**src/hdl/decode_settings.svh**
```systemverilog
// Widths, FIFO depth, RV32I opcodes and ALU operation codes for the decode stage
// Included by the package and by every module that needs a raw constant

`ifndef DECODE_SETTINGS_SVH
`define DECODE_SETTINGS_SVH

////////////////////////////////////////////////////////////
// Widths
////////////////////////////////////////////////////////////
`define XLEN         32  // Data and address width
`define REG_ADDR_W   5   // x0..x31
`define ALU_OP_W     4   // {bit 30, funct3}
`define LSU_CTRL_W   4   // {store, funct3}

`define FIFO_DEPTH   4   // Decoded entries between decoder and issue

////////////////////////////////////////////////////////////
// Opcodes of the kept instruction groups
////////////////////////////////////////////////////////////
`define OPC_LOAD     7'b0000011
`define OPC_STORE    7'b0100011
`define OPC_OP       7'b0110011
`define OPC_OPIMM    7'b0010011
`define OPC_LUI      7'b0110111
`define OPC_AUIPC    7'b0010111

// ALU codes
`define ALU_OP_ADD   4'b0000
`define F3_SLL       3'b001  // Shift left
`define F3_SRX       3'b101  // Shift right, logical or arithmetic

`endif

```
**src/hdl/decode_pkg.sv**
```systemverilog
// Types shared by the decoder, the entry FIFO and the issue controller
// Modules pull these in with a wildcard import in their header

`include "decode_settings.svh"

package decode_pkg;

  // Plain vectors with a meaning
  typedef logic [`XLEN-1:0]       xlen_t;
  typedef logic [`REG_ADDR_W-1:0] reg_addr_t;
  typedef logic [`ALU_OP_W-1:0]   alu_op_t;
  typedef logic [`LSU_CTRL_W-1:0] lsu_ctrl_t;

  // Kept instruction groups, illegal opcodes never get an entry
  typedef enum logic [2:0] {
    CLASS_ALU_REG = 3'd0,
    CLASS_ALU_IMM = 3'd1,
    CLASS_UPPER   = 3'd2,  // LUI and AUIPC
    CLASS_LOAD    = 3'd3,
    CLASS_STORE   = 3'd4
  } instr_class_e;

  typedef enum logic [1:0] {
    ST_IDLE  = 2'd0,
    ST_STALL = 2'd1,  // One bubble for a RAW hazard
    ST_ADDR  = 2'd2,  // Address strobe out, LSU request being built
    ST_LSU   = 2'd3   // LSU request out
  } issue_state_e;

  ////////////////////////////////////////////////////////////
  // Payloads
  ////////////////////////////////////////////////////////////
  typedef struct packed {
    instr_class_e instr_class;
    alu_op_t      alu_op;
    reg_addr_t    rd;        // Zero for a store
    reg_addr_t    rs1;       // Zero when not read
    reg_addr_t    rs2;       // Zero when not read
    xlen_t        imm;       // Already sign extended
    logic         use_pc;
    logic         use_imm;
    lsu_ctrl_t    lsu_ctrl;
    xlen_t        pc;
  } decoded_instr_t;

  typedef struct packed {
    logic      valid;
    alu_op_t   alu_op;
    reg_addr_t rs1;
    reg_addr_t rs2;
    logic      use_pc;   // Operand A is the pc
    logic      use_imm;  // Operand B is imm
    xlen_t     imm;
    xlen_t     pc;
    reg_addr_t rd;
    logic      wb;       // Write result to rd
  } alu_ctrl_t;

  typedef struct packed {
    logic      valid;
    lsu_ctrl_t lsu_ctrl;
    reg_addr_t rd;   // Load target
    reg_addr_t rs2;  // Store data source
  } lsu_req_t;

endpackage

```
**src/hdl/instr_field_decoder.sv**
```systemverilog
// Producer side of the decode stage
// Splits a strobed RV32I word into fields and immediates and writes one
// decoded entry, or pulses the illegal flag, one cycle after the strobe

`timescale 1ns/10ps

`include "decode_settings.svh"

module instr_field_decoder import decode_pkg::*; (
  input  logic           clk_i,
  input  logic           rstn_i,
  input  logic           instr_valid_i,
  input  xlen_t          instr_i,
  input  xlen_t          instr_addr_i,
  output decoded_instr_t entry_o,
  output logic           entry_we_o,
  output logic           illegal_instr_o
);

  logic [6:0]     opcode;
  logic [2:0]     funct3;
  logic [6:0]     funct7;
  reg_addr_t      rd;
  reg_addr_t      rs1;
  reg_addr_t      rs2;
  xlen_t          imm_i;
  xlen_t          imm_s;
  xlen_t          imm_u;
  xlen_t          imm_shamt;
  logic           is_shift;
  logic           legal;
  decoded_instr_t entry_d;

  ////////////////////////////////////////////////////////////
  // Instruction fields
  ////////////////////////////////////////////////////////////
  assign opcode = instr_i[6:0];
  assign rd     = instr_i[11:7];
  assign funct3 = instr_i[14:12];
  assign rs1    = instr_i[19:15];
  assign rs2    = instr_i[24:20];
  assign funct7 = instr_i[31:25];

  assign imm_i     = {{20{instr_i[31]}}, instr_i[31:20]};
  assign imm_s     = {{20{instr_i[31]}}, instr_i[31:25], instr_i[11:7]};
  assign imm_u     = {instr_i[31:12], 12'b0};
  assign imm_shamt = {27'b0, instr_i[24:20]};  // Shift amount only

  assign is_shift = (funct3 == `F3_SLL) || (funct3 == `F3_SRX);

  ////////////////////////////////////////////////////////////
  // Classification
  ////////////////////////////////////////////////////////////
  always_comb begin
    entry_d        = '0;  // Unread sources stay x0
    entry_d.pc     = instr_addr_i;
    entry_d.alu_op = `ALU_OP_ADD;
    legal          = 1'b1;

    case (opcode)
      `OPC_OP: begin
        entry_d.instr_class = CLASS_ALU_REG;
        entry_d.alu_op      = {funct7[5], funct3};  // Bit 30 picks SUB and SRA
        entry_d.rd          = rd;
        entry_d.rs1         = rs1;
        entry_d.rs2         = rs2;
      end
      `OPC_OPIMM: begin
        entry_d.instr_class = CLASS_ALU_IMM;
        entry_d.rd          = rd;
        entry_d.rs1         = rs1;
        entry_d.use_imm     = 1'b1;
        if (is_shift) begin
          entry_d.imm    = imm_shamt;
          entry_d.alu_op = {funct7[5], funct3};
        end else begin
          entry_d.imm    = imm_i;
          entry_d.alu_op = {1'b0, funct3};  // Bit 30 is immediate here
        end
      end
      `OPC_LUI, `OPC_AUIPC: begin
        // Added to x0, or to the pc for AUIPC
        entry_d.instr_class = CLASS_UPPER;
        entry_d.rd          = rd;
        entry_d.imm         = imm_u;
        entry_d.use_imm     = 1'b1;
        entry_d.use_pc      = (opcode == `OPC_AUIPC);
      end
      `OPC_LOAD: begin
        entry_d.instr_class = CLASS_LOAD;
        entry_d.rd          = rd;
        entry_d.rs1         = rs1;
        entry_d.imm         = imm_i;
        entry_d.use_imm     = 1'b1;
        entry_d.lsu_ctrl    = {opcode[5], funct3};
      end
      `OPC_STORE: begin
        entry_d.instr_class = CLASS_STORE;
        entry_d.rs1         = rs1;
        entry_d.rs2         = rs2;  // Data source
        entry_d.imm         = imm_s;
        entry_d.use_imm     = 1'b1;
        entry_d.lsu_ctrl    = {opcode[5], funct3};
      end
      default: legal = 1'b0;  // Branches, jumps, FENCE, SYSTEM and unknown
    endcase
  end

  ////////////////////////////////////////////////////////////
  // Output registers
  ////////////////////////////////////////////////////////////
  always_ff @(posedge clk_i) begin
    if (rstn_i == 1'b0) begin
      entry_we_o      <= 1'b0;
      illegal_instr_o <= 1'b0;
    end else begin
      entry_we_o      <= instr_valid_i & legal;
      illegal_instr_o <= instr_valid_i & ~legal;
    end
  end

  always_ff @(posedge clk_i) begin
    if (instr_valid_i) begin
      entry_o <= entry_d;
    end
  end

endmodule

```
**src/hdl/decoded_instr_fifo.sv**
```systemverilog
// Circular buffer of decoded entries between decoder and issue controller
// Head entry is shown combinationally; a write to a full buffer is lost and
// raises a sticky overflow flag

`timescale 1ns/10ps

`include "decode_settings.svh"

module decoded_instr_fifo import decode_pkg::*; (
  input  logic           clk_i,
  input  logic           rstn_i,
  input  logic           wr_i,
  input  decoded_instr_t wr_entry_i,
  input  logic           rd_i,
  output decoded_instr_t rd_entry_o,
  output logic           empty_o,
  output logic           overflow_o
);

  localparam int PTR_W = $clog2(`FIFO_DEPTH);
  localparam int CNT_W = $clog2(`FIFO_DEPTH + 1);

  decoded_instr_t   mem [`FIFO_DEPTH];
  logic [PTR_W-1:0] wr_ptr_q;
  logic [PTR_W-1:0] rd_ptr_q;
  logic [CNT_W-1:0] count_q;
  logic             full;
  logic             do_wr;
  logic             do_rd;

  function automatic logic [PTR_W-1:0] ptr_inc(input logic [PTR_W-1:0] ptr);
    ptr_inc = (ptr == PTR_W'(`FIFO_DEPTH - 1)) ? '0 : ptr + 1'b1;
  endfunction

  assign full       = (count_q == CNT_W'(`FIFO_DEPTH));
  assign empty_o    = (count_q == '0);
  assign do_wr      = wr_i & ~full;
  assign do_rd      = rd_i & ~empty_o;
  assign rd_entry_o = mem[rd_ptr_q];

  always_ff @(posedge clk_i) begin
    if (do_wr) begin
      mem[wr_ptr_q] <= wr_entry_i;
    end
  end

  always_ff @(posedge clk_i) begin
    if (rstn_i == 1'b0) begin
      wr_ptr_q   <= '0;
      rd_ptr_q   <= '0;
      count_q    <= '0;
      overflow_o <= 1'b0;
    end else begin
      if (do_wr) wr_ptr_q <= ptr_inc(wr_ptr_q);
      if (do_rd) rd_ptr_q <= ptr_inc(rd_ptr_q);
      if (do_wr && !do_rd) begin
        count_q <= count_q + 1'b1;
      end else if (!do_wr && do_rd) begin
        count_q <= count_q - 1'b1;
      end
      if (wr_i && full) overflow_o <= 1'b1;  // Held until reset
    end
  end

endmodule

```
**src/hdl/issue_control.sv**
```systemverilog
// Consumer side of the decode stage
// Pops one entry at a time, adds a bubble on a RAW hazard against the last
// issued rd and drives registered ALU and LSU control strobes

`timescale 1ns/10ps

module issue_control import decode_pkg::*; (
  input  logic           clk_i,
  input  logic           rstn_i,
  input  decoded_instr_t head_i,
  input  logic           empty_i,
  output logic           pop_o,
  output alu_ctrl_t      alu_ctrl_o,
  output lsu_req_t       lsu_req_o
);

  issue_state_e   state_q;
  issue_state_e   state_d;
  decoded_instr_t entry_q;    // Entry in flight after the pop
  decoded_instr_t cur;
  reg_addr_t      last_rd_q;  // Destination of the last issued instruction
  reg_addr_t      last_rd_d;
  alu_ctrl_t      alu_d;
  lsu_req_t       lsu_d;
  logic           hazard;
  logic           issue_go;
  logic           is_mem;

  assign pop_o = (state_q == ST_IDLE) && !empty_i;

  // Head is used directly in the pop cycle
  assign cur    = (state_q == ST_IDLE) ? head_i : entry_q;
  assign is_mem = (cur.instr_class == CLASS_LOAD) || (cur.instr_class == CLASS_STORE);

  // x0 never creates a dependency
  assign hazard = ((cur.rs1 != '0) && (cur.rs1 == last_rd_q)) ||
                  ((cur.rs2 != '0) && (cur.rs2 == last_rd_q));

  ////////////////////////////////////////////////////////////
  // Next state and next outputs
  ////////////////////////////////////////////////////////////
  always_comb begin
    state_d   = state_q;
    last_rd_d = last_rd_q;
    issue_go  = 1'b0;
    alu_d     = '0;
    lsu_d     = '0;

    case (state_q)
      ST_IDLE: begin
        if (!empty_i) begin
          if (hazard) begin
            state_d = ST_STALL;
          end else begin
            issue_go = 1'b1;
          end
        end
      end
      ST_STALL: issue_go = 1'b1;  // Bubble done so the held entry issues
      ST_ADDR: begin
        lsu_d.valid    = 1'b1;
        lsu_d.lsu_ctrl = cur.lsu_ctrl;
        lsu_d.rd       = cur.rd;   // x0 for a store
        lsu_d.rs2      = cur.rs2;  // x0 for a load
        last_rd_d      = cur.rd;
        state_d        = ST_LSU;
      end
      ST_LSU:  state_d = ST_IDLE;
      default: state_d = ST_IDLE;
    endcase

    // First strobe of an entry
    if (issue_go) begin
      alu_d.valid   = 1'b1;
      alu_d.alu_op  = cur.alu_op;  // Add for loads, stores and upper immediates
      alu_d.rs1     = cur.rs1;
      alu_d.use_pc  = cur.use_pc;
      alu_d.use_imm = cur.use_imm;
      alu_d.imm     = cur.imm;
      alu_d.pc      = cur.pc;
      if (is_mem) begin
        state_d = ST_ADDR;  // Address step without writeback
      end else begin
        alu_d.rs2 = cur.rs2;
        alu_d.rd  = cur.rd;
        alu_d.wb  = 1'b1;
        last_rd_d = cur.rd;
        state_d   = ST_IDLE;
      end
    end
  end

  ////////////////////////////////////////////////////////////
  // Registers
  ////////////////////////////////////////////////////////////
  always_ff @(posedge clk_i) begin
    if (rstn_i == 1'b0) begin
      state_q   <= ST_IDLE;
      last_rd_q <= '0;
    end else begin
      state_q   <= state_d;
      last_rd_q <= last_rd_d;
    end
  end

  always_ff @(posedge clk_i) begin
    if (pop_o) begin
      entry_q <= head_i;
    end
  end

  // Registered ALU and LSU strobes with their payload
  always_ff @(posedge clk_i) begin
    if (rstn_i == 1'b0) begin
      alu_ctrl_o.valid <= 1'b0;
      lsu_req_o.valid  <= 1'b0;
    end else begin
      alu_ctrl_o <= alu_d;
      lsu_req_o  <= lsu_d;
    end
  end

endmodule

```
**src/hdl/rv32i_decode_top.sv**
```systemverilog
// Top of the restructured RV32I decode stage
// Field decoder feeds the entry FIFO, the issue controller drains it and
// drives the ALU and LSU control strobes

`timescale 1ns/10ps

module rv32i_decode_top import decode_pkg::*; (
  input  logic      clk_i,
  input  logic      rstn_i,
  input  logic      instr_valid_i,  // One-cycle strobe, no ready
  input  xlen_t     instr_i,
  input  xlen_t     instr_addr_i,
  output alu_ctrl_t alu_ctrl_o,
  output lsu_req_t  lsu_req_o,
  output logic      illegal_instr_o,
  output logic      overflow_o      // Sticky until reset
);

  decoded_instr_t dec_entry;
  logic           dec_we;
  decoded_instr_t head_entry;
  logic           fifo_empty;
  logic           issue_pop;

  instr_field_decoder u_decoder (
    .clk_i           (clk_i),
    .rstn_i          (rstn_i),
    .instr_valid_i   (instr_valid_i),
    .instr_i         (instr_i),
    .instr_addr_i    (instr_addr_i),
    .entry_o         (dec_entry),
    .entry_we_o      (dec_we),
    .illegal_instr_o (illegal_instr_o)
  );

  decoded_instr_fifo u_fifo (
    .clk_i      (clk_i),
    .rstn_i     (rstn_i),
    .wr_i       (dec_we),
    .wr_entry_i (dec_entry),
    .rd_i       (issue_pop),
    .rd_entry_o (head_entry),
    .empty_o    (fifo_empty),
    .overflow_o (overflow_o)
  );

  issue_control u_issue (
    .clk_i      (clk_i),
    .rstn_i     (rstn_i),
    .head_i     (head_entry),
    .empty_i    (fifo_empty),
    .pop_o      (issue_pop),
    .alu_ctrl_o (alu_ctrl_o),
    .lsu_req_o  (lsu_req_o)
  );

endmodule

```
**config.mk**
```make
export PLATFORM = sky130hd
export DESIGN_NAME = rv32i_decode_top
export DESIGN_NICKNAME = d
export VERILOG_FILES = /design/src/hdl/decode_pkg.sv /design/src/hdl/instr_field_decoder.sv /design/src/hdl/decoded_instr_fifo.sv /design/src/hdl/issue_control.sv /design/src/hdl/rv32i_decode_top.sv
export VERILOG_INCLUDE_DIRS = /design/src /design/src/hdl
export SDC_FILE = /design/constraint.sdc
export NUM_CORES = 1
export LEC_CHECK = 0
export BUFFER_PORTS_ARGS = -buffer_cell sky130_fd_sc_hd__buf_4
export CAP_MARGIN = 20
export CELL_PAD_IN_SITES_DETAIL_PLACEMENT = 0
export CELL_PAD_IN_SITES_GLOBAL_PLACEMENT = 2
export CORE_MARGIN = 10
export CORE_UTILIZATION = 47
export CTS_BUF_LIST = sky130_fd_sc_hd__clkbuf_16
export DETAILED_ROUTE_END_ITERATION = 16
export PLACE_DENSITY = 0.83
export RECOVER_POWER = 100
export REMOVE_ABC_BUFFERS = 1
export SLEW_MARGIN = 20
export SYNTH_ARGS = -nofsm -noshare
export SYNTH_HDL_FRONTEND = slang
export SYNTH_SLANG_ARGS = --single-unit
```
**constraint.sdc**
```tcl
create_clock -name clk_i -period 5.1 [get_ports clk_i]
set_input_delay 0.765 -clock clk_i [delete_from_list [all_inputs] [get_ports clk_i]]
set_output_delay 0.765 -clock clk_i [all_outputs]
set_load 0.1 [all_outputs]
```
## After elaboration in Yosys (flattened, before gate mapping)

Memories as Yosys holds them, arrays and structs flattened. A register that Yosys moved wholly into a read port is not among the register bits.
Index checks and enable logic that the tools add are counted.

- Add/subtract/negate cells: 4
- Eq/ne operators: 20
- Muxes and demuxes: 31
- Bitwise logic cells: 8
- Reductions and logical operators: 27

Operators by type and width:

| cell | number |
|---|---|
| 32-bit case mux with 4 select lines | 1 |
| 92-bit 2-to-1 mux | 1 |
| 87-bit 2-to-1 mux | 1 |
| 32-bit 2-to-1 mux | 1 |
| 7-bit by 6-bit == test with 1-bit output (second input constant) | 3 |
| 5-bit 2-to-1 mux | 4 |
| 2-bit 2-to-1 mux | 8 |
| 15-bit 2-to-1 mux | 1 |
| 7-bit by 5-bit == test with 1-bit output (second input constant) | 2 |
| 3-bit case mux with 4 select lines | 1 |
| 5-bit == test | 2 |
| 5-bit nonzero test | 2 |
| 5-bit OR reduction | 2 |
| 3-bit == test (second input constant) | 3 |
| 2-bit == test (second input constant) | 4 |
| 4-bit case mux with 2 select lines | 1 |
| 2-bit OR reduction | 4 |
| 7-bit by 2-bit == test with 1-bit output (second input constant) | 1 |
| 1-bit logical AND | 6 |
| 1-bit 2-to-1 mux | 6 |
| 3-bit 2-to-1 mux | 2 |
| 6-bit 2-to-1 mux | 1 |
| 2-bit case mux with 3 select lines | 1 |
| 6-bit OR reduction | 1 |
| other kinds (20) | 31 |

- Register bits after elaboration: 303
- Memory bits (writable): 368
- Input port bits: 67
- Output and inout port bits: 104
- Memories: 1

Memory list:

| memory | depth | width | read ports | clocked after memory_dff | wr ports | line | text |
|---|---|---|---|---|---|---|---|
| u_fifo.mem | 4 | 92 | 1 | 1 | 1 | decoded_instr_fifo.sv:23 | `` decoded_instr_t mem [`FIFO_DEPTH]; `` |

## Logic depth before layout (Yosys ltp)

- Depth after elaboration: 10
- Depth in mapped cells: 11
- Mapped depth without buffers: 8

## By module

Synthesis repeated with hierarchy kept, for this count alone.

- Cell total of the unflattened synthesis: 1329
- Area total of the unflattened synthesis: 25167.9 µm²

Modules (own cells, without submodules):

| module | times used | cells each | area an instance (µm²) | sequential area each (µm²) |
|---|---|---|---|---|
| decoded_instr_fifo | 1 | 534 | 13783.2 | 11250.8 |
| issue_control | 1 | 576 | 7807.5 | 5945.7 |
| instr_field_decoder | 1 | 219 | 3577.2 | 2802.7 |

## Least setup slack after synthesis

No wires, ideal clock.

- Path kind: reg-to-reg
- Start point: reg u_issue.state_q[0]
- End point: reg u_issue.entry_q[0] in the netlist's numbering (enable)
- Setup time: 446 ps
- Arrival time: 3103 ps
- Required time: 4654 ps
- Path slack: 1552 ps
- Stages on the path, launching flop included: 6
- Period minus slack after synthesis: 3548 ps
- Path through: dfxtp_1 clkbuf_1 nor2_2 clkbuf_1 nand2_1 inv_1

- Longest elaborated chain between the ends: 2

Ends and longest elaborated chain:

| item | line | text |
|---|---|---|
| from (decl) | issue_control.sv:17 | `issue_state_e state_q;` |
| from (signal assigned) | issue_control.sv:101 | `state_q <= state_d;` |
| 2-bit logical NOT | issue_control.sv:29 | `assign pop_o = (state_q == ST_IDLE) && !empty_i;` |
| 1-bit logical AND | issue_control.sv:29 |  |
| named net issue_pop | rv32i_decode_top.sv:23 | `logic issue_pop;` |
| to (signal assigned) | issue_control.sv:108 | `entry_q <= head_i;` |
| to (decl) | issue_control.sv:19 | `decoded_instr_t entry_q;` |

The timed path passes the listed nets, and every way through them passes these cells.
A chain may end at the register's enable or synchronous reset.

## Worst setup path in the final report

- Start point: reg u_fifo.count_q[0]
- End point: mem u_fifo.mem[1][2] in the netlist's numbering (enable)

- Longest elaborated chain between the ends: 5

Ends and longest elaborated chain:

| item | line | text |
|---|---|---|
| from (decl) | decoded_instr_fifo.sv:26 | `logic [CNT_W-1:0] count_q;` |
| from (signal assigned) | decoded_instr_fifo.sv:57 | `count_q <= count_q + 1'b1;` |
| from (signal assigned) | decoded_instr_fifo.sv:59 | `count_q <= count_q - 1'b1;` |
| 3-bit == test | decoded_instr_fifo.sv:35 | `` assign full = (count_q == CNT_W'(`FIFO_DEPTH)); `` |
| 1-bit NOT | decoded_instr_fifo.sv:37 | `assign do_wr = wr_i & ~full;` |
| 1-bit bitwise AND | decoded_instr_fifo.sv:37 |  |
| named net u_fifo.do_wr | decoded_instr_fifo.sv:28 | `logic do_wr;` |
| 1-bit 2-to-1 mux | decoded_instr_fifo.sv:42 | `if (do_wr) begin` |
| 1-bit 2-to-1 mux (implied by the code) | decoded_instr_fifo.sv:43 | `mem[wr_ptr_q] <= wr_entry_i;` |
| to (decl) | decoded_instr_fifo.sv:23 |  |

The timed path passes the listed nets, and every way through them passes these cells.

==> flow_summary.ini <==
[outcome]
status = finished with violations
failed_checks = capacitance limit, slew limit

[yosys]
ys_seq_area_frac = 0.782
syn_avg_cell_area_um2 = 20.5
synthTopCellsByCount = edfxtp_1, mux2i_1, mux4_2, nor3_1, clkbuf_1
synth.area.top_cells = edfxtp_1, mux4_2, mux2i_1
synthCells = 1249
synth_top_cell_by_area = edfxtp_1
synth_flop_cell = edfxtp_1
async_flop_share = 0
synth.most_common_cell = edfxtp_1
synth_edf_count = 652
yosys_warnings = 0
syn_area_mm2 = 0.0256
ys_ff_latch = 673
yosys.cell_types.count = 55
yosysTopAreaCellShare = 0.766

[route]
via_per_inst = 5.56
drc = 0
num_vias = 12200
routedWlPerCell_um = 23.9
drtPass1Iterations = 4
drt_iter0_markers = 885
final_antenna_net_count = 0
wirelength_um = 52400

[worst_setup_path]
startpoint_type = flip-flop
cpPeakStageDelay_ns = 1.66
setup.worst_path.end_class = flip-flop
critical_path_arrival_ns = 4.25
critPathBufInv = 1
r2r-start = u_fifo.count_q[0]
crit_type = flip-flop to flip-flop
cp_cell_sequence = nor2_1 > a21boi_0 > and2_4 > clkbuf_1
cp-startpoint = u_fifo.count_q[0]
cpLargestDelayFamily = buffers and inverters
cp.required_ns = 5.26
crit_path_max_fanout = 33
cp_slowest_cell = clkbuf_1

[die]
die_w_um = 253
die-height_um = 253
rows = 85
start_util = 0.475
pin_count = 171
coreArea_mm2 = 0.0538
dieArea_mm2 = 0.0641

[timing]
worstMarginPinSlew_ns = 2.41
relSlewSlack = -0.604
rsz0062_at_grt = no
hold_violations = 0
skew_ns = 0.0288
min_period_ns = 4.09
finalCritPeriodShare = 0.803
drv_slew = 392
max_freq_ghz = 0.244
final-setup-viol-count = 0

[grt]
antenna_found_initial = 3
grt_use_total = 0.165
overflow = 0
grt_pass1_wl_um = 79400
grt_pass1_vias = 12800
grt_start_max_net_pins = 89

[clocking]
cts_tree = yes
cts_inserted_buffers = 69
clk_pin_slew_ns = 0.06
clockBufferDepth = 3
root_buffer = clkbuf_16
cts-htree-levels = 3
clkSinkCount = 673
clk-insertion-delay-late_ns = 0.60
cts.repair.resized = 0
cts_setup_buffers = 0
cts-hold-fix-buffers = 0

[layout]
fillers = 4216
fin_nets = 1521
area_growth_pct = 13.4
design_area_mm2 = 0.0290
drive_gt1_frac = 0.183
final_core_util = 0.539
n_antenna_cell = 0

[power]
leakagePower_nw = 10.0
vdd_drop_max_mv = 0.527
power-per-cell-area_mw_per_mm2 = 682

[placed_design]
post-dp-hpwl_um = 31400
place.port_buffers = 170
dpl-instance-area_mm2 = 0.0276
routabilityCongestion = 0.764

[worst_hold_path]
hp-start = instr_addr_i[14]
worstHoldPathType = input port to flip-flop

[run]
drv_cap = 10
[flip-flops by register name, summed over array words and instances, names as in the netlist, 2 cells and up, named ones only]
signal and flops:
u_issue.lsu_req_o 15, u_fifo.count_q 3, u_fifo.mem 368, u_issue.state_q 2
u_issue.entry_q 92, u_issue.alu_ctrl_o 87, u_fifo.wr_ptr_q 2, u_issue.last_rd_q 5
u_decoder.entry_o 92, u_fifo.rd_ptr_q 2
[routing by layer]
| layer | part of all wire | GRT usage | wire length, um |
|---|---|---|---|
| met1 | 0.43 | 0.219 | 22600 |
| met3 | 0.062 | 0.0392 | 3260 |
| met4 | 0.018 | 0.0480 | 918 |
| met5 | 0.00034 | 0 | 18 |
| met2 | 0.49 | 0.266 | 25500 |
[metrics by stage]
step           hold WS [ns]  TNS, ns  cells  worst slack, ns  power (mW)
2_1_floorplan         0.459  -485.18   1182            -2.75        14.0
3_3_place_gp          0.464        0   2071             1.53        15.7
3_5_place_dp          0.478        0   2071             1.50        15.8
4_1_cts               0.304        0   2192             1.47        20.6
5_1_grt               0.338        0   2193            0.661        20.7
6_report              0.354        0   2193             1.01        19.8
[layout make-up]
class | instances | area (um^2) | area share
clock buffers | 71 | 1780 | 0.0612
clock inverters | 50 | 323 | 0.0111
inverters | 6 | 22.5 | 0.000776
multi-input cells | 503 | 5010 | 0.173
flip-flops and latches | 673 | 20000 | 0.690
well taps | 696 | 871 | 0.0300
repair buffers | 194 | 1000 | 0.0345
[worst reg2reg max path, cell delays in order (launching register included)]
cell	delay, ns
dfxtp_1	0.43
nor2_1	0.09
a21boi_0	0.79
and2_4	0.61
clkbuf_1	1.71
[logic make-up (layout without fill, tap and decap cells)]
group / Yosys count / after routing / share of synthesized area
flip-flops: 673 / 673 / 0.782
AO/OA/AOI/OAI: 62 / 62 / 0.0180
AND/OR/NAND/NOR: 216 / 216 / 0.0527
adder cells (fa/ha/maj): 7 / 7 / 0.00372
buffers and inverters: 73 / 321 / 0.0149
XOR/XNOR: 21 / 21 / 0.00719
multiplexers: 197 / 197 / 0.121
[power breakdown]
group | switching [mW] | leakage (nW) | internal, mW | total [mW]
Combinational | 5.31 | 2.67 | 1.70 | 7.00
Clock | 2.02 | 1.10 | 2.68 | 4.70
Sequential | 0.581 | 6.28 | 7.50 | 8.08
Total | 7.91 | 10.0 | 11.9 | 19.8
[cells in the final DEF, fill, tap and decap left out, types with 6 or more instances in the layout]
cell,netlist,layout
edfxtp_1,652,652
clkbuf_1,42,121
mux2i_1,101,101
mux4_2,90,90
nor3_1,44,81
clkbuf_16,0,71
buf_4,0,43
nand2_1,26,27
clkbuf_4,0,24
inv_1,6,23
and2_1,40,21
a21o_1,20,20
dfxtp_1,21,19
nor2_1,19,18
and2_0,0,16
a21oi_1,13,14
clkinv_1,0,14
xnor2_1,13,13
and3_1,9,9
xor2_1,8,8
nor2b_1,8,8
clkinv_2,0,8
nor3b_1,7,7
ha_1,6,6
[path summary, 6_finish.rpt]
check,end,slack (ns),depth (start not counted)
hold reg to reg,u_fifo.mem[0][29],0.49,0
hold / removal,u_decoder.entry_o[14],0.35,1
setup / recovery,u_fifo.mem[1][2],1.01,4
setup reg to reg,u_fifo.mem[1][2],1.01,4
No activity file was read; power rests on OpenSTA's default activity.
